<file path="config.mk">
export PLATFORM = sky130hd
export DESIGN_NAME = pattern_top
export DESIGN_NICKNAME = d
export VERILOG_FILES = /design/src/source/video_pkg.sv /design/src/source/pattern_lane.sv /design/src/source/pattern_top.sv /design/src/source/pixel_packer.sv /design/src/source/video_timing.sv
export SDC_FILE = /design/constraint.sdc
export NUM_CORES = 1
export LEC_CHECK = 0
export BUFFER_PORTS_ARGS = -buffer_cell sky130_fd_sc_hd__buf_4
export CORE_AREA = 4 4 114 116
export CTS_CLUSTER_SIZE = 40
export DETAILED_ROUTE_END_ITERATION = 10
export DIE_AREA = 0 0 118 120
export PLACE_DENSITY = 0.52
export SYNTH_ARGS = -nofsm -noshare
export SYNTH_HDL_FRONTEND = slang
export SYNTH_SLANG_ARGS = --single-unit
</file>
<file path="constraint.sdc">
create_clock -name pix_clk -period 4.15 [get_ports pix_clk]
set_clock_uncertainty 0.15 [all_clocks]
set_input_delay 0.83 -clock pix_clk [delete_from_list [all_inputs] [get_ports pix_clk]]
set_output_delay 0.83 -clock pix_clk [all_outputs]
set_load 0.1 [all_outputs]
</file>
<file path="src/source/video_pkg.sv">
`default_nettype none

package video_pkg;

    // Bits per colour channel.
    localparam int COLOR_BITS = 8;

    // Column and line coordinate widths.
    localparam int X_BITS = 13;
    localparam int Y_BITS = 13;

    // Selectable test patterns.
    typedef enum logic [1:0] {
        PAT_WHITE   = 2'd0,
        PAT_BARS    = 2'd1,
        PAT_RAMP    = 2'd2,
        PAT_CHECKER = 2'd3
    } pattern_e;

    // One pixel, red in the top bits.
    typedef struct packed {
        logic [COLOR_BITS-1:0] r;
        logic [COLOR_BITS-1:0] g;
        logic [COLOR_BITS-1:0] b;
    } rgb_t;

    // Raster position and syncs for one group of pixels.
    typedef struct packed {
        logic              vs;
        logic              hs;
        logic              de;
        // Column of the first pixel in the group.
        logic [X_BITS-1:0] x;
        // Active line.
        logic [Y_BITS-1:0] y;
        // Pattern held for the whole frame.
        pattern_e          mode;
    } timing_t;

    // Blank and full-scale pixels.
    localparam rgb_t RGB_BLACK = '{r: '0, g: '0, b: '0};
    localparam rgb_t RGB_WHITE = '{r: '1, g: '1, b: '1};

    // Width of the timing struct.
    localparam int TIM_BITS = $bits(timing_t);

endpackage

`default_nettype wire

</file>
<file path="src/source/pattern_lane.sv">
`timescale 1ns/1ps
`default_nettype none

module pattern_lane #(
    parameter int LANE  = 0,
    parameter int H_ACT = 1280
)(
    input  logic               pix_clk,
    input  logic               arst_n,
    input  video_pkg::timing_t tim,
    output video_pkg::rgb_t    pix
);

    import video_pkg::*;

    // Bar edges, each one eighth of the active width.
    localparam int BAR_W = H_ACT / 8;
    localparam int BAR_1 = 1 * BAR_W;
    localparam int BAR_2 = 2 * BAR_W;
    localparam int BAR_3 = 3 * BAR_W;
    localparam int BAR_4 = 4 * BAR_W;
    localparam int BAR_5 = 5 * BAR_W;
    localparam int BAR_6 = 6 * BAR_W;
    localparam int BAR_7 = 7 * BAR_W;

    // Channel full scale and off.
    localparam logic [COLOR_BITS-1:0] C_ON  = '1;
    localparam logic [COLOR_BITS-1:0] C_OFF = '0;

    logic [X_BITS-1:0] px;
    rgb_t              bar_pix;
    rgb_t              ramp_pix;
    rgb_t              check_pix;
    rgb_t              pix_nxt;

    // This lane's column inside the group.
    assign px = tim.x + X_BITS'(LANE);

    // Seven bars, black past the last one.
    always_comb
    begin
        if (px < BAR_1)
            bar_pix = '{r: C_ON,  g: C_ON,  b: C_ON};
        else if (px < BAR_2)
            bar_pix = '{r: C_ON,  g: C_ON,  b: C_OFF};
        else if (px < BAR_3)
            bar_pix = '{r: C_OFF, g: C_ON,  b: C_ON};
        else if (px < BAR_4)
            bar_pix = '{r: C_OFF, g: C_ON,  b: C_OFF};
        else if (px < BAR_5)
            bar_pix = '{r: C_ON,  g: C_OFF, b: C_ON};
        else if (px < BAR_6)
            bar_pix = '{r: C_ON,  g: C_OFF, b: C_OFF};
        else if (px < BAR_7)
            bar_pix = '{r: C_OFF, g: C_OFF, b: C_ON};
        else
            bar_pix = RGB_BLACK;
    end

    // Grey level wraps every 256 columns.
    assign ramp_pix = '{r: px[COLOR_BITS-1:0],
                        g: px[COLOR_BITS-1:0],
                        b: px[COLOR_BITS-1:0]};

    // 8x8 squares.
    assign check_pix = (px[3] ^ tim.y[3]) ? RGB_WHITE : RGB_BLACK;

    // Pattern select, black in blanking.
    always_comb
    begin
        pix_nxt = RGB_BLACK;
        if (tim.de)
        begin
            case (tim.mode)
                PAT_WHITE:   pix_nxt = RGB_WHITE;
                PAT_BARS:    pix_nxt = bar_pix;
                PAT_RAMP:    pix_nxt = ramp_pix;
                PAT_CHECKER: pix_nxt = check_pix;
                default:     pix_nxt = RGB_BLACK;
            endcase
        end
    end

    // One clock behind tim.
    always_ff @(posedge pix_clk or negedge arst_n)
    begin
        if (!arst_n)
            pix <= RGB_BLACK;
        else
            pix <= pix_nxt;
    end

    // Blanking paints black on the next clock.
    a_black_blank : assert property (@(posedge pix_clk) disable iff (!arst_n)
        !tim.de |=> (pix == RGB_BLACK));

    // Timing never hands a lane a column past the active width.
    a_px_range : assert property (@(posedge pix_clk) disable iff (!arst_n)
        tim.de |-> (px < H_ACT));

endmodule

`default_nettype wire

</file>
<file path="src/source/pattern_top.sv">
`timescale 1ns/1ps
`default_nettype none

module pattern_top #(
    parameter int LANES  = 2,
    parameter int H_ACT  = 1280,
    parameter int H_FP   = 110,
    parameter int H_SYNC = 40,
    parameter int H_BP   = 220,
    parameter int V_ACT  = 720,
    parameter int V_FP   = 5,
    parameter int V_SYNC = 5,
    parameter int V_BP   = 20
)(
    input  logic                        pix_clk,
    input  logic                        arst_n,
    input  video_pkg::pattern_e         pattern_mode,
    output logic                        vs,
    output logic                        hs,
    output logic                        de,
    output video_pkg::rgb_t [LANES-1:0] pix_out
);

    import video_pkg::*;

    // Shared raster state for all lanes.
    timing_t              tim;
    // One painted pixel per lane.
    rgb_t [LANES-1:0]     lane_pix;

    video_timing #(
        .LANES  (LANES),
        .H_ACT  (H_ACT),
        .H_FP   (H_FP),
        .H_SYNC (H_SYNC),
        .H_BP   (H_BP),
        .V_ACT  (V_ACT),
        .V_FP   (V_FP),
        .V_SYNC (V_SYNC),
        .V_BP   (V_BP)
    ) i_timing (
        .pix_clk      (pix_clk),
        .arst_n       (arst_n),
        .pattern_mode (pattern_mode),
        .tim          (tim)
    );

    // Lane k paints column x + k.
    for (genvar k = 0; k < LANES; k++)
    begin : g_lane
        pattern_lane #(
            .LANE  (k),
            .H_ACT (H_ACT)
        ) i_lane (
            .pix_clk (pix_clk),
            .arst_n  (arst_n),
            .tim     (tim),
            .pix     (lane_pix[k])
        );
    end

    pixel_packer #(
        .LANES (LANES)
    ) i_packer (
        .pix_clk  (pix_clk),
        .arst_n   (arst_n),
        .tim      (tim),
        .lane_pix (lane_pix),
        .vs       (vs),
        .hs       (hs),
        .de       (de),
        .pix_out  (pix_out)
    );

endmodule

`default_nettype wire

</file>
<file path="src/source/pixel_packer.sv">
`timescale 1ns/1ps
`default_nettype none

module pixel_packer #(
    parameter int LANES = 2
)(
    input  logic                        pix_clk,
    input  logic                        arst_n,
    input  video_pkg::timing_t          tim,
    input  video_pkg::rgb_t [LANES-1:0] lane_pix,
    output logic                        vs,
    output logic                        hs,
    output logic                        de,
    output video_pkg::rgb_t [LANES-1:0] pix_out
);

    import video_pkg::*;

    // Syncs matched to the lane register.
    logic vs_d;
    logic hs_d;
    logic de_d;

    // First stage, same latency as the lanes.
    always_ff @(posedge pix_clk or negedge arst_n)
    begin
        if (!arst_n)
        begin
            vs_d <= 1'b0;
            hs_d <= 1'b0;
            de_d <= 1'b0;
        end
        else
        begin
            vs_d <= tim.vs;
            hs_d <= tim.hs;
            de_d <= tim.de;
        end
    end

    // Output stage, syncs and pixels together.
    always_ff @(posedge pix_clk or negedge arst_n)
    begin
        if (!arst_n)
        begin
            vs      <= 1'b0;
            hs      <= 1'b0;
            de      <= 1'b0;
            pix_out <= {LANES{RGB_BLACK}};
        end
        else
        begin
            vs      <= vs_d;
            hs      <= hs_d;
            de      <= de_d;
            pix_out <= lane_pix;
        end
    end

    // Lanes and syncs stay aligned, so blank output is black.
    a_blank_black : assert property (@(posedge pix_clk) disable iff (!arst_n)
        !de |-> (pix_out == {LANES{RGB_BLACK}}));

endmodule

`default_nettype wire

</file>
<file path="src/source/video_timing.sv">
`timescale 1ns/1ps
`default_nettype none

module video_timing #(
    parameter int LANES  = 2,
    parameter int H_ACT  = 1280,
    parameter int H_FP   = 110,
    parameter int H_SYNC = 40,
    parameter int H_BP   = 220,
    parameter int V_ACT  = 720,
    parameter int V_FP   = 5,
    parameter int V_SYNC = 5,
    parameter int V_BP   = 20
)(
    input  logic                pix_clk,
    input  logic                arst_n,
    input  video_pkg::pattern_e pattern_mode,
    output video_pkg::timing_t  tim
);

    import video_pkg::*;

    // Horizontal windows, counted in groups of LANES pixels.
    localparam int H_TOTAL = (H_ACT + H_FP + H_SYNC + H_BP) / LANES;
    localparam int H_ACT_G = H_ACT / LANES;
    localparam int HS_BEG  = (H_ACT + H_FP) / LANES;
    localparam int HS_END  = (H_ACT + H_FP + H_SYNC) / LANES;

    // Vertical windows, counted in lines.
    localparam int V_TOTAL = V_ACT + V_FP + V_SYNC + V_BP;
    localparam int VS_BEG  = V_ACT + V_FP;
    localparam int VS_END  = V_ACT + V_FP + V_SYNC;

    // Group column and line counters.
    logic [X_BITS-1:0] h_cnt;
    logic [Y_BITS-1:0] v_cnt;
    logic              h_last;
    logic              v_last;
    logic              frame_start;
    timing_t           tim_nxt;

    // Every horizontal value must split evenly into groups.
    if ((H_ACT % LANES) != 0 || (H_FP % LANES) != 0 ||
        (H_SYNC % LANES) != 0 || (H_BP % LANES) != 0)
    begin : g_bad_lanes
        $error("video_timing: horizontal timing is not a multiple of LANES");
    end

    assign h_last      = (h_cnt == X_BITS'(H_TOTAL - 1));
    assign v_last      = (v_cnt == Y_BITS'(V_TOTAL - 1));
    assign frame_start = (h_cnt == '0) && (v_cnt == '0);

    // Column wraps each line, line wraps each frame.
    always_ff @(posedge pix_clk or negedge arst_n)
    begin
        if (!arst_n)
        begin
            h_cnt <= '0;
            v_cnt <= '0;
        end
        else if (h_last)
        begin
            h_cnt <= '0;
            v_cnt <= v_last ? '0 : v_cnt + 1'b1;
        end
        else
        begin
            h_cnt <= h_cnt + 1'b1;
        end
    end

    // Window decode from the counters.
    always_comb
    begin
        tim_nxt.vs = (v_cnt >= VS_BEG) && (v_cnt < VS_END);
        tim_nxt.hs = (h_cnt >= HS_BEG) && (h_cnt < HS_END);
        tim_nxt.de = (h_cnt < H_ACT_G) && (v_cnt < V_ACT);
        // First pixel of the group.
        tim_nxt.x  = X_BITS'(h_cnt * LANES);
        tim_nxt.y  = v_cnt;
        // New mode only on the first group of line 0, so a frame never tears.
        tim_nxt.mode = frame_start ? pattern_mode : tim.mode;
    end

    // One clock behind the counters.
    always_ff @(posedge pix_clk or negedge arst_n)
    begin
        if (!arst_n)
            tim <= '{vs: 1'b0, hs: 1'b0, de: 1'b0, x: '0, y: '0, mode: PAT_WHITE};
        else
            tim <= tim_nxt;
    end

    // Active video never overlaps horizontal sync.
    a_hs_not_de : assert property (@(posedge pix_clk) disable iff (!arst_n)
        !(tim.hs && tim.de));

    // Active video never overlaps vertical sync.
    a_de_not_vs : assert property (@(posedge pix_clk) disable iff (!arst_n)
        tim.de |-> !tim.vs);

endmodule

`default_nettype wire
</file>
==> run summary, run 1 <==
The flow ran to the end, and the final reports show no timing, DRC or antenna violations. The first TritonRoute pass finished after 4 iterations. Excluding fillers, the count of instances in the completed layout stands at 529. The share of the clock period used by the worst path is 64.6%. The count of H-tree levels built during CTS came out at 3.

The die footprint came out at 0.0142 sq mm. The number of antenna cells inserted is 0. The number of I/O pins is 55. The post-synthesis to final-layout area growth came out at 16.6%. The number of synthesis warnings is 0. For this run, the share of the core covered by cells in the final layout is 40.0%.

By area, the combinational part of the netlist is dominated by simple AND/OR/NAND/NOR gates. The number of hold violations in the final report came out at 0. The maximum clock insertion buffer count is 2. The number of DRC violations after detailed-routing iteration 0 is 187. Using the TritonRoute via totals, the vias-per-cell ratio works out to 4.84. The core region is 0.0119 sq mm. The synthesized-area fraction occupied by xor and xnor cells is 3.00%. The insertion delay to the later sink of the worst-skew pair came out at 340 ps. The multiplexer area fraction after synthesis came out at 0.797%. The maximum achievable frequency is 373 MHz.

The placed instance area came out at 0.00447 sq mm. The effective utilization at floorplan is 34.3%. Setup repair after global routing left no endpoint under its margin.

Buffers inserted to repair hold after CTS numbered 0. TritonCTS built the clock tree. The worst-case IR drop observed on VDD is 0.000186 V. The kind of critical path is register to register. The share of the synthesized area in compound gates (AO/OA/AOI/OAI) is 10.5%. The routed wire length per instance came out at 14.5 microns. The share of synthesized cell area in full adder, half adder and majority cells came out at 1.53%. The wire length of the first global-routing pass is 13200 microns. The number of filler instances in the final layout came out at 1163.

The via count of the first global-routing pass is 2586. In this run, distinct cell masters in the synthesized netlist total 51. The post-route total power came out at 2.20 mW. The critical path capture point type is a register. Max-cap violations in this run came to 0.

The die is 120 microns tall. The sequential element share of the synthesized area came out at 63.7%. The critical path data required time came out at 4220 ps.

Summed over its instances, the top area cell type makes up 63.7% of the synthesized netlist area. With fillers left out, the area of the finished cells amounts to 0.00476 sq mm. The final weighted congestion in routability-driven placement is 0.793.

The HPWL reported at the end of detailed placement is 5400 microns. Including well taps, the total number of placed cells is 514. The critical path startpoint category is a register. The overall routing resource usage is 11.6%. The clock sink total came out at 104. The worst path needs 2680 ps of the cycle, external delays included. The standard-cell row count came out at 40.

The count of buffers from port buffering is 54. Measured against its own limit, the worst slew margin works out to 31.5%. The transition at the pin with the smallest max-transition slack came out at 1020 ps. The arrival time reported for the critical path endpoint is 2760 ps.

The count of vias placed by the detailed router came out at 2561. The share of synthesized cell area in and, or, nand and nor gates is 14.3%. For this run, design rule violations remaining after detail routing come to 0.

The remaining antenna violation count came out at 0. The share of layout cells above drive strength 1 came out at 22.0%. The total setup violations reported at the end of the flow came out at 0.

The number of clock buffers inserted by TritonCTS came out at 9. The net count after synthesis is 350. The aggregate negative setup slack is 0 ps. Post-CTS timing repair inserted 0 buffers for setup. In this design, the stage delay of the slowest critical-path cell is 480 ps. Traced cell by cell, the critical path runs through inv_1, ha_1, or4b_4, or4_1, nor4_1, mux2_2. Together, buffers and inverters on the worst path number 1. Gates resized during post-CTS repair numbered 0. The total routed wirelength is 7680 microns. Of all nets on the critical path, the largest fanout is 6. CTS placed an instance of clkbuf_16 at the clock tree root. The combined area of all synthesized cells is 0.00408 sq mm. The cell accounting for the most synthesized area is dfrtp_1. Ranked by total cell area, the synthesized netlist is headed by dfrtp_1 64%, buf_4 3.9%, o21ai_0 3.1%. The leakage power came out at 2.15 nW.

The total overflow left after global routing is 0. The final-report max-slew violation count is 0. In this run the worst hold path is classified as register to register.

The clock-pin slew on the worst setup and hold paths is 70 ps. The power density over the cells came out at 463 mW/mm^2. The count of nets after finishing is 387.

The initial antenna violation count is 0. The count of state elements after synthesis is 104. The overall die width is 118 microns. The cell count after synthesis is 341. The slowest stage of the critical path is the or4b_4 cell. The synthesized area per cell came out at 12.0 sq um. The maximum number of pins on one net before global-route repair came out at 37. Broken down by cell family, the worst path's largest delay share belongs to simple AND/OR/NAND/NOR gates.
==> layout by cell type (no fill, tap or decap), types with 3 or more instances in the layout <==
cell type	count
nor2_1	19
nand2_1	30
xnor2_1	5
a21boi_0	3
a22oi_1	11
inv_1	8
nand4_1	7
a31oi_1	7
buf_4	57
and3_1	3
nand3_1	15
ha_1	5
clkbuf_16	9
and4_1	3
dfrtp_1	104
o21ai_0	25
nor4_1	5
and2_1	4
nor3_1	7
xor2_1	9
a21oi_1	7
==> worst paths after layout <==
kind                            cells past startpoint                    to               startpoint  slack [ps]
worst max register to register                      6       i_timing.tim[1]        i_timing.h_cnt[0]        1470
worst max-delay path                                6       i_timing.tim[1]        i_timing.h_cnt[0]        1470
worst min register to register                      0  i_packer.pix_out[24]  g_lane[1].i_lane.pix[0]         190
max in group asynchronous                           2      i_timing.tim[22]                   arst_n        2750
worst min-delay path                                0  i_packer.pix_out[24]  g_lane[1].i_lane.pix[0]         190
min in group asynchronous                           1         i_packer.vs_d                   arst_n         290
==> layer usage <==
metal	GRT usage, %	share of wire (%)	routed length [microns]	vias to the layer above
met1	15.6	47	3610	1227
met5	0	0	0	-
met4	5.71	1.9	149	0
met2	17.6	46	3540	69
met3	2.59	4.9	380	12
li1	-	-	-	1253
==> worst reg2reg max path, cell delays in order (launching register included) <==
cell	delay (ps)
dfrtp_1	430
inv_1	80
ha_1	150
or4b_4	480
or4_1	410
nor4_1	470
mux2_2	400
==> synth_stat cells (all sizes together) <==
cell type  count
a21o           2
or4b           1
clkbuf         6
a211oi         2
mux2i          1
and3           3
o31a           1
nor4           7
nand3         15
buf           25
nor2          19
a211o          1
or4            3
and4b          1
nor3           7
o21ai         25
a21oi          7
nand4b         1
xnor2          5
xor2           9
and4           3
ha             5
a21bo          1
o21ba          1
o211ai         2
nand4          7
a31oi          7
o21bai         1
o21a           1
a311oi         1
dfrtp        104
inv            8
or3            3
a21boi         3
and2           5
mux2           2
a22oi         11
nand2         30
nor2b          2
or2            2
o211a          1
==> state kept, by name, summed over array words and instances, names as in the netlist <==
register	cells
i_packer.pix_out	27
i_timing.tim	18
i_packer.vs_d	1
i_packer.hs	1
g_lane.i_lane.pix	27
i_timing.v_cnt	13
i_packer.hs_d	1
i_timing.h_cnt	13
i_packer.de	1
i_packer.de_d	1
i_packer.vs	1
==> final cells by class <==
class / count / area, sq um / area share, %
multi-input cells: 198 / 1230 / 25.8
flip-flops and latches: 104 / 2600 / 54.7
clock buffers: 10 / 229 / 4.81
inverters: 8 / 30.0 / 0.631
clock inverters: 5 / 58.8 / 1.24
well taps: 147 / 184 / 3.86
repair buffers: 57 / 428 / 8.99
==> logic make-up after synthesis <==
logic type | count (synthesis)
mux | 3
buf+inv | 39
xor+xnor | 14
compound gates | 67
fa+ha+maj | 5
flops | 104
simple gates | 109
==> metrics by stage <==
step / setup slack [ps] / hold slack (ps)
floorplan: 1790 / 181
global placement: 1580 / 183
detailed placement: 1500 / 185
CTS: 1480 / 196
global route: 1310 / 195
finish: 1470 / 192
==> report_power, final <==
part           switching, mW  total [mW]  internal [mW]
combinational          0.277       0.326         0.0494
clock                  0.351       0.816          0.464
sequential            0.0135        1.06           1.05
No activity file was read; power rests on OpenSTA's default activity.
==> inputs of run 2 (changes only) <==
Settings changed: ABC_AREA set to 1.
Clock period 4.15 ns to 2.6 ns, I/O delays scaled along.
==> run summary, run 2 <==
The insertion delay to the later sink of the worst-skew pair came to 340 ps (about the same). The cell accounting for the most synthesized area is dfrtp_1 (unchanged). The final weighted congestion in routability-driven placement came out at 0.870 (was 0.793). The final-report max-slew violation count is 0 (unchanged). The remaining antenna violation count came out at 0 (unchanged).

Unrepaired setup endpoints after global routing: no (unchanged). The reported max-cap violation count came out at 0 (unchanged). The aggregate negative setup slack is 0 ps (unchanged). The maximum fanout along the worst path was 17 (was 6). The effective utilization at floorplan was 34.4% (was 34.3%). The post-synthesis to final-layout area growth is 18.3% (was 16.6%). The HPWL reported at the end of detailed placement came to 5640 microns (was 5400 microns).

The most frequent cell after synthesis is dfrtp_1 (unchanged). The worst slew margin relative to its limit came out at 62.3% (was 31.5%). The minimum hold slack came out at 196 ps (was 192 ps). The termination of the worst setup path is i_timing.v_cnt[4] (was i_timing.tim[1]). The net count after synthesis was 413 (was 350). The count of flip-flops with a built-in enable after synthesis came out at 0 (unchanged). The cell count after synthesis came to 404 (was 341).

The total setup violations reported at the end of the flow is 0 (unchanged). The count of distinct cell types in the synthesized netlist was 29 (was 51). The kind of critical path is register to register (unchanged). The clock sink total came out at 104 (unchanged). The die footprint is 0.0142 sq mm (unchanged). The arrival time reported for the critical path endpoint was 2000 ps (was 2760 ps). The quantity of gates resized following cts came out at 0 (unchanged). The worst flop-to-flop path startpoint was i_timing.h_cnt[0] (unchanged).

Commonest cells in the netlist: 104 x dfrtp_1, 97 x nand2_1, 40 x inv_1 (was 104 x dfrtp_1, 30 x nand2_1, 25 x o21ai_0). The number of antenna cells inserted is 0 (unchanged). Most frequent cells in the layout: 104 x dfrtp_1, 97 x nand2_1, 57 x buf_4 (was 104 x dfrtp_1, 57 x buf_4, 30 x nand2_1). The number of iterations in the first detailed-routing pass is 4 (unchanged). The register-to-register path setup slack is 710 ps (was 1470 ps). The sequential element share of the synthesized area is 63.6% (was 63.7%).

The power density over the cells came to 738 mW/mm^2 (was 463 mW/mm^2). The minimum clock period after layout came out at 1890 ps (was 2680 ps). The maximum achievable frequency came out at 529 MHz (was 373 MHz).

The die span in y is 120 microns (unchanged). The number of clock buffers inserted by TritonCTS came out at 9 (unchanged). The share of layout cells above drive strength 1 is 18.5% (was 22.0%). The most frequently used flop master after synthesis is dfrtp_1 (unchanged).

The leakage power is 2.28 nW (was 2.15 nW). The clock-pin slew on the worst setup and hold paths is 70 ps (about the same). The share of the clock period used by the worst path is 72.6% (was 64.6%).

The count of vias placed by the detailed router came out at 2727 (was 2561). The count of H-tree levels built during CTS came to 3 (unchanged). Top cells by area, synth: dfrtp_1 64%, nand2_1 8.9%, buf_4 4.0% (was dfrtp_1 64%, buf_4 3.9%, o21ai_0 3.1%). The number of hold violations in the final report is 0 (unchanged). The share of flip-flops with an asynchronous set or reset came out at 100% (unchanged). The path class of the lowest-slack min-delay path is register to register (unchanged). The count of state elements after synthesis was 104 (unchanged). The largest vdd supply drop came out at 0.000290 V (was 0.000186 V). The critical path capture point type is a register (unchanged). The total routed wirelength came to 7480 microns (was 7680 microns).

Leading registers by flop count: g_lane.i_lane.pix: 27 flops, i_packer.pix_out: 27 flops, i_timing.tim: 18 flops (unchanged). The count of nets after finishing was 459 (was 387). The overall die width came out at 118 microns (unchanged).

The clock tree from TritonCTS is yes (unchanged). The count of buffers from port buffering came out at 54 (unchanged). The commonest non-fill, non-tap cell in the layout is dfrtp_1 (unchanged).

The synthesized area per cell came to 10.1 sq um (was 12.0 sq um). The placed instance area came out at 0.00455 sq mm (was 0.00447 sq mm). The combined area of all synthesized cells is 0.00409 sq mm (was 0.00408 sq mm).

The terminus of the critical flop-to-flop path is i_timing.v_cnt[4] (was i_timing.tim[1]). The critical path data required time came out at 2710 ps (was 4220 ps). The post-route total power is 3.57 mW (was 2.20 mW). The initial antenna violation count was 0 (unchanged). The number of remaining DRC errors came out at 0 (unchanged). The critical path startpoint category was a register (unchanged). The overall routing resource usage came out at 11.3% (was 11.6%). The number of DRC violations after detailed-routing iteration 0 is 200 (was 187). The placeable core region came out at 0.0119 sq mm (unchanged). The standard-cell row count is 40 (unchanged). The number of I/O pins was 55 (unchanged).

The first element of the critical path is i_timing.h_cnt[0] (unchanged). The final cell area excluding filler cells is 0.00484 sq mm (was 0.00476 sq mm). The routed wire length per instance was 12.4 microns (was 14.5 microns). The number of filler instances in the final layout was 1151 (was 1163). The root buffer cell was clkbuf_16 (unchanged). The transition at the pin with the smallest max-transition slack is 560 ps (was 1020 ps). Outcome: finished, final reports clean (unchanged). The maximum clock insertion buffer count is 2 (unchanged).

The maximum number of pins on one net before global-route repair is 43 (was 37). The wire length of the first global-routing pass came out at 13000 microns (was 13200 microns). The number of synthesis warnings came to 0 (unchanged).

The area fraction of the dominant cell type after synthesis was 63.6% (was 63.7%). The number of cells on the worst reg-to-reg path was 7 (was 6). The via count of the first global-routing pass came to 2656 (was 2586). The via count normalized by instance count is 4.53 (was 4.84).

The total overflow reported by the global router came to 0 (unchanged).
run 2: changes by cell type in the layout (fill, tap and decap cells not counted), sizes merged, moves of 5 or more:
| cell | before | now |
|---|---|---|
| nand3 | 15 | 22 |
| nor2 | 19 | 35 |
| nand2 | 30 | 98 |
| nor4 | 7 | 2 |
| inv | 8 | 45 |
| a31oi | 7 | 1 |
| and2 | 5 | 0 |
| a22oi | 11 | 0 |
run 2: where the power goes:
part / switching [mW] / internal, mW / leakage (nW)
sequential: 0.0255 / 1.68 / 1.24
combinational: 0.521 / 0.0919 / 0.909
clock: 0.591 / 0.663 / 0.131
run 2: worst min-delay path by stage:
stage / endpoint / slack [ps] / startpoint / cells past startpoint
final: i_packer.pix_out[32] / 200 / g_lane[1].i_lane.pix[8] / 0
after global routing: i_packer.pix_out[25] / 200 / g_lane[1].i_lane.pix[1] / 0
after CTS: i_packer.pix_out[32] / 190 / g_lane[1].i_lane.pix[8] / 0
after detailed placement: i_packer.pix_out[16] / 180 / g_lane[0].i_lane.pix[16] / 0
after global placement: i_packer.pix_out[8] / 180 / g_lane[0].i_lane.pix[8] / 0
after floorplan: g_lane[0].i_lane.pix[0] / 70 / arst_n / 0
run 2: kinds of logic (layout without fill, tap and decap cells):
logic type,count (synthesis),in the layout,share of synthesized area [%]
AO/OA/AOI/OAI,37,37,5.20
XOR/XNOR,12,12,2.57
adder cells (fa/ha/maj),5,5,1.53
buffers and inverters,67,118,8.19
flip-flops,104,104,63.6
AND/OR/NAND/NOR,179,179,18.9
run 2: per-stage QoR:
| step | worst slack [ps] | util, % | instances |
|---|---|---|---|
| final | 711 | 40.7 | 602 |
| after floorplan | 606 | - | 404 |
| after global placement | 727 | 38.2 | 585 |
| after detailed placement | 701 | 38.2 | 585 |
| after global routing | 487 | 40.7 | 602 |
| after CTS | 691 | 40.7 | 602 |
run 2: critical path, stage by stage (launching register included):
cell,delay (ps)
dfrtp_1,430
inv_1,80
ha_1,170
nand3_1,150
nor3_4,350
buf_4,280
nand4_1,100
o21ai_0,90
run 2: cell type report:
| type | instances | area, sq um | area share [%] |
|---|---|---|---|
| tap | 147 | 184 | 3.80 |
| multi-input combinational | 233 | 1160 | 23.9 |
| timing repair buffer | 59 | 458 | 9.45 |
| clock inverter | 6 | 52.6 | 1.08 |
| inverter | 43 | 161 | 3.33 |
| sequential | 104 | 2600 | 53.7 |
| clock buffer | 10 | 229 | 4.73 |
run 2: per-layer routing:
| layer | global-route usage, % | wire [microns] | vias up |
|---|---|---|---|
| met5 | 0 | 0 | - |
| li1 | - | - | 1357 |
| met4 | 3.66 | 115 | 0 |
| met2 | 18.0 | 3390 | 82 |
| met1 | 14.8 | 3570 | 1274 |
| met3 | 3.35 | 409 | 14 |
run 2: what timing repair did:
action	CTS	global route
buffers inserted	0	0
hold buffers	1	0
endpoints found under the hold margin	26	0
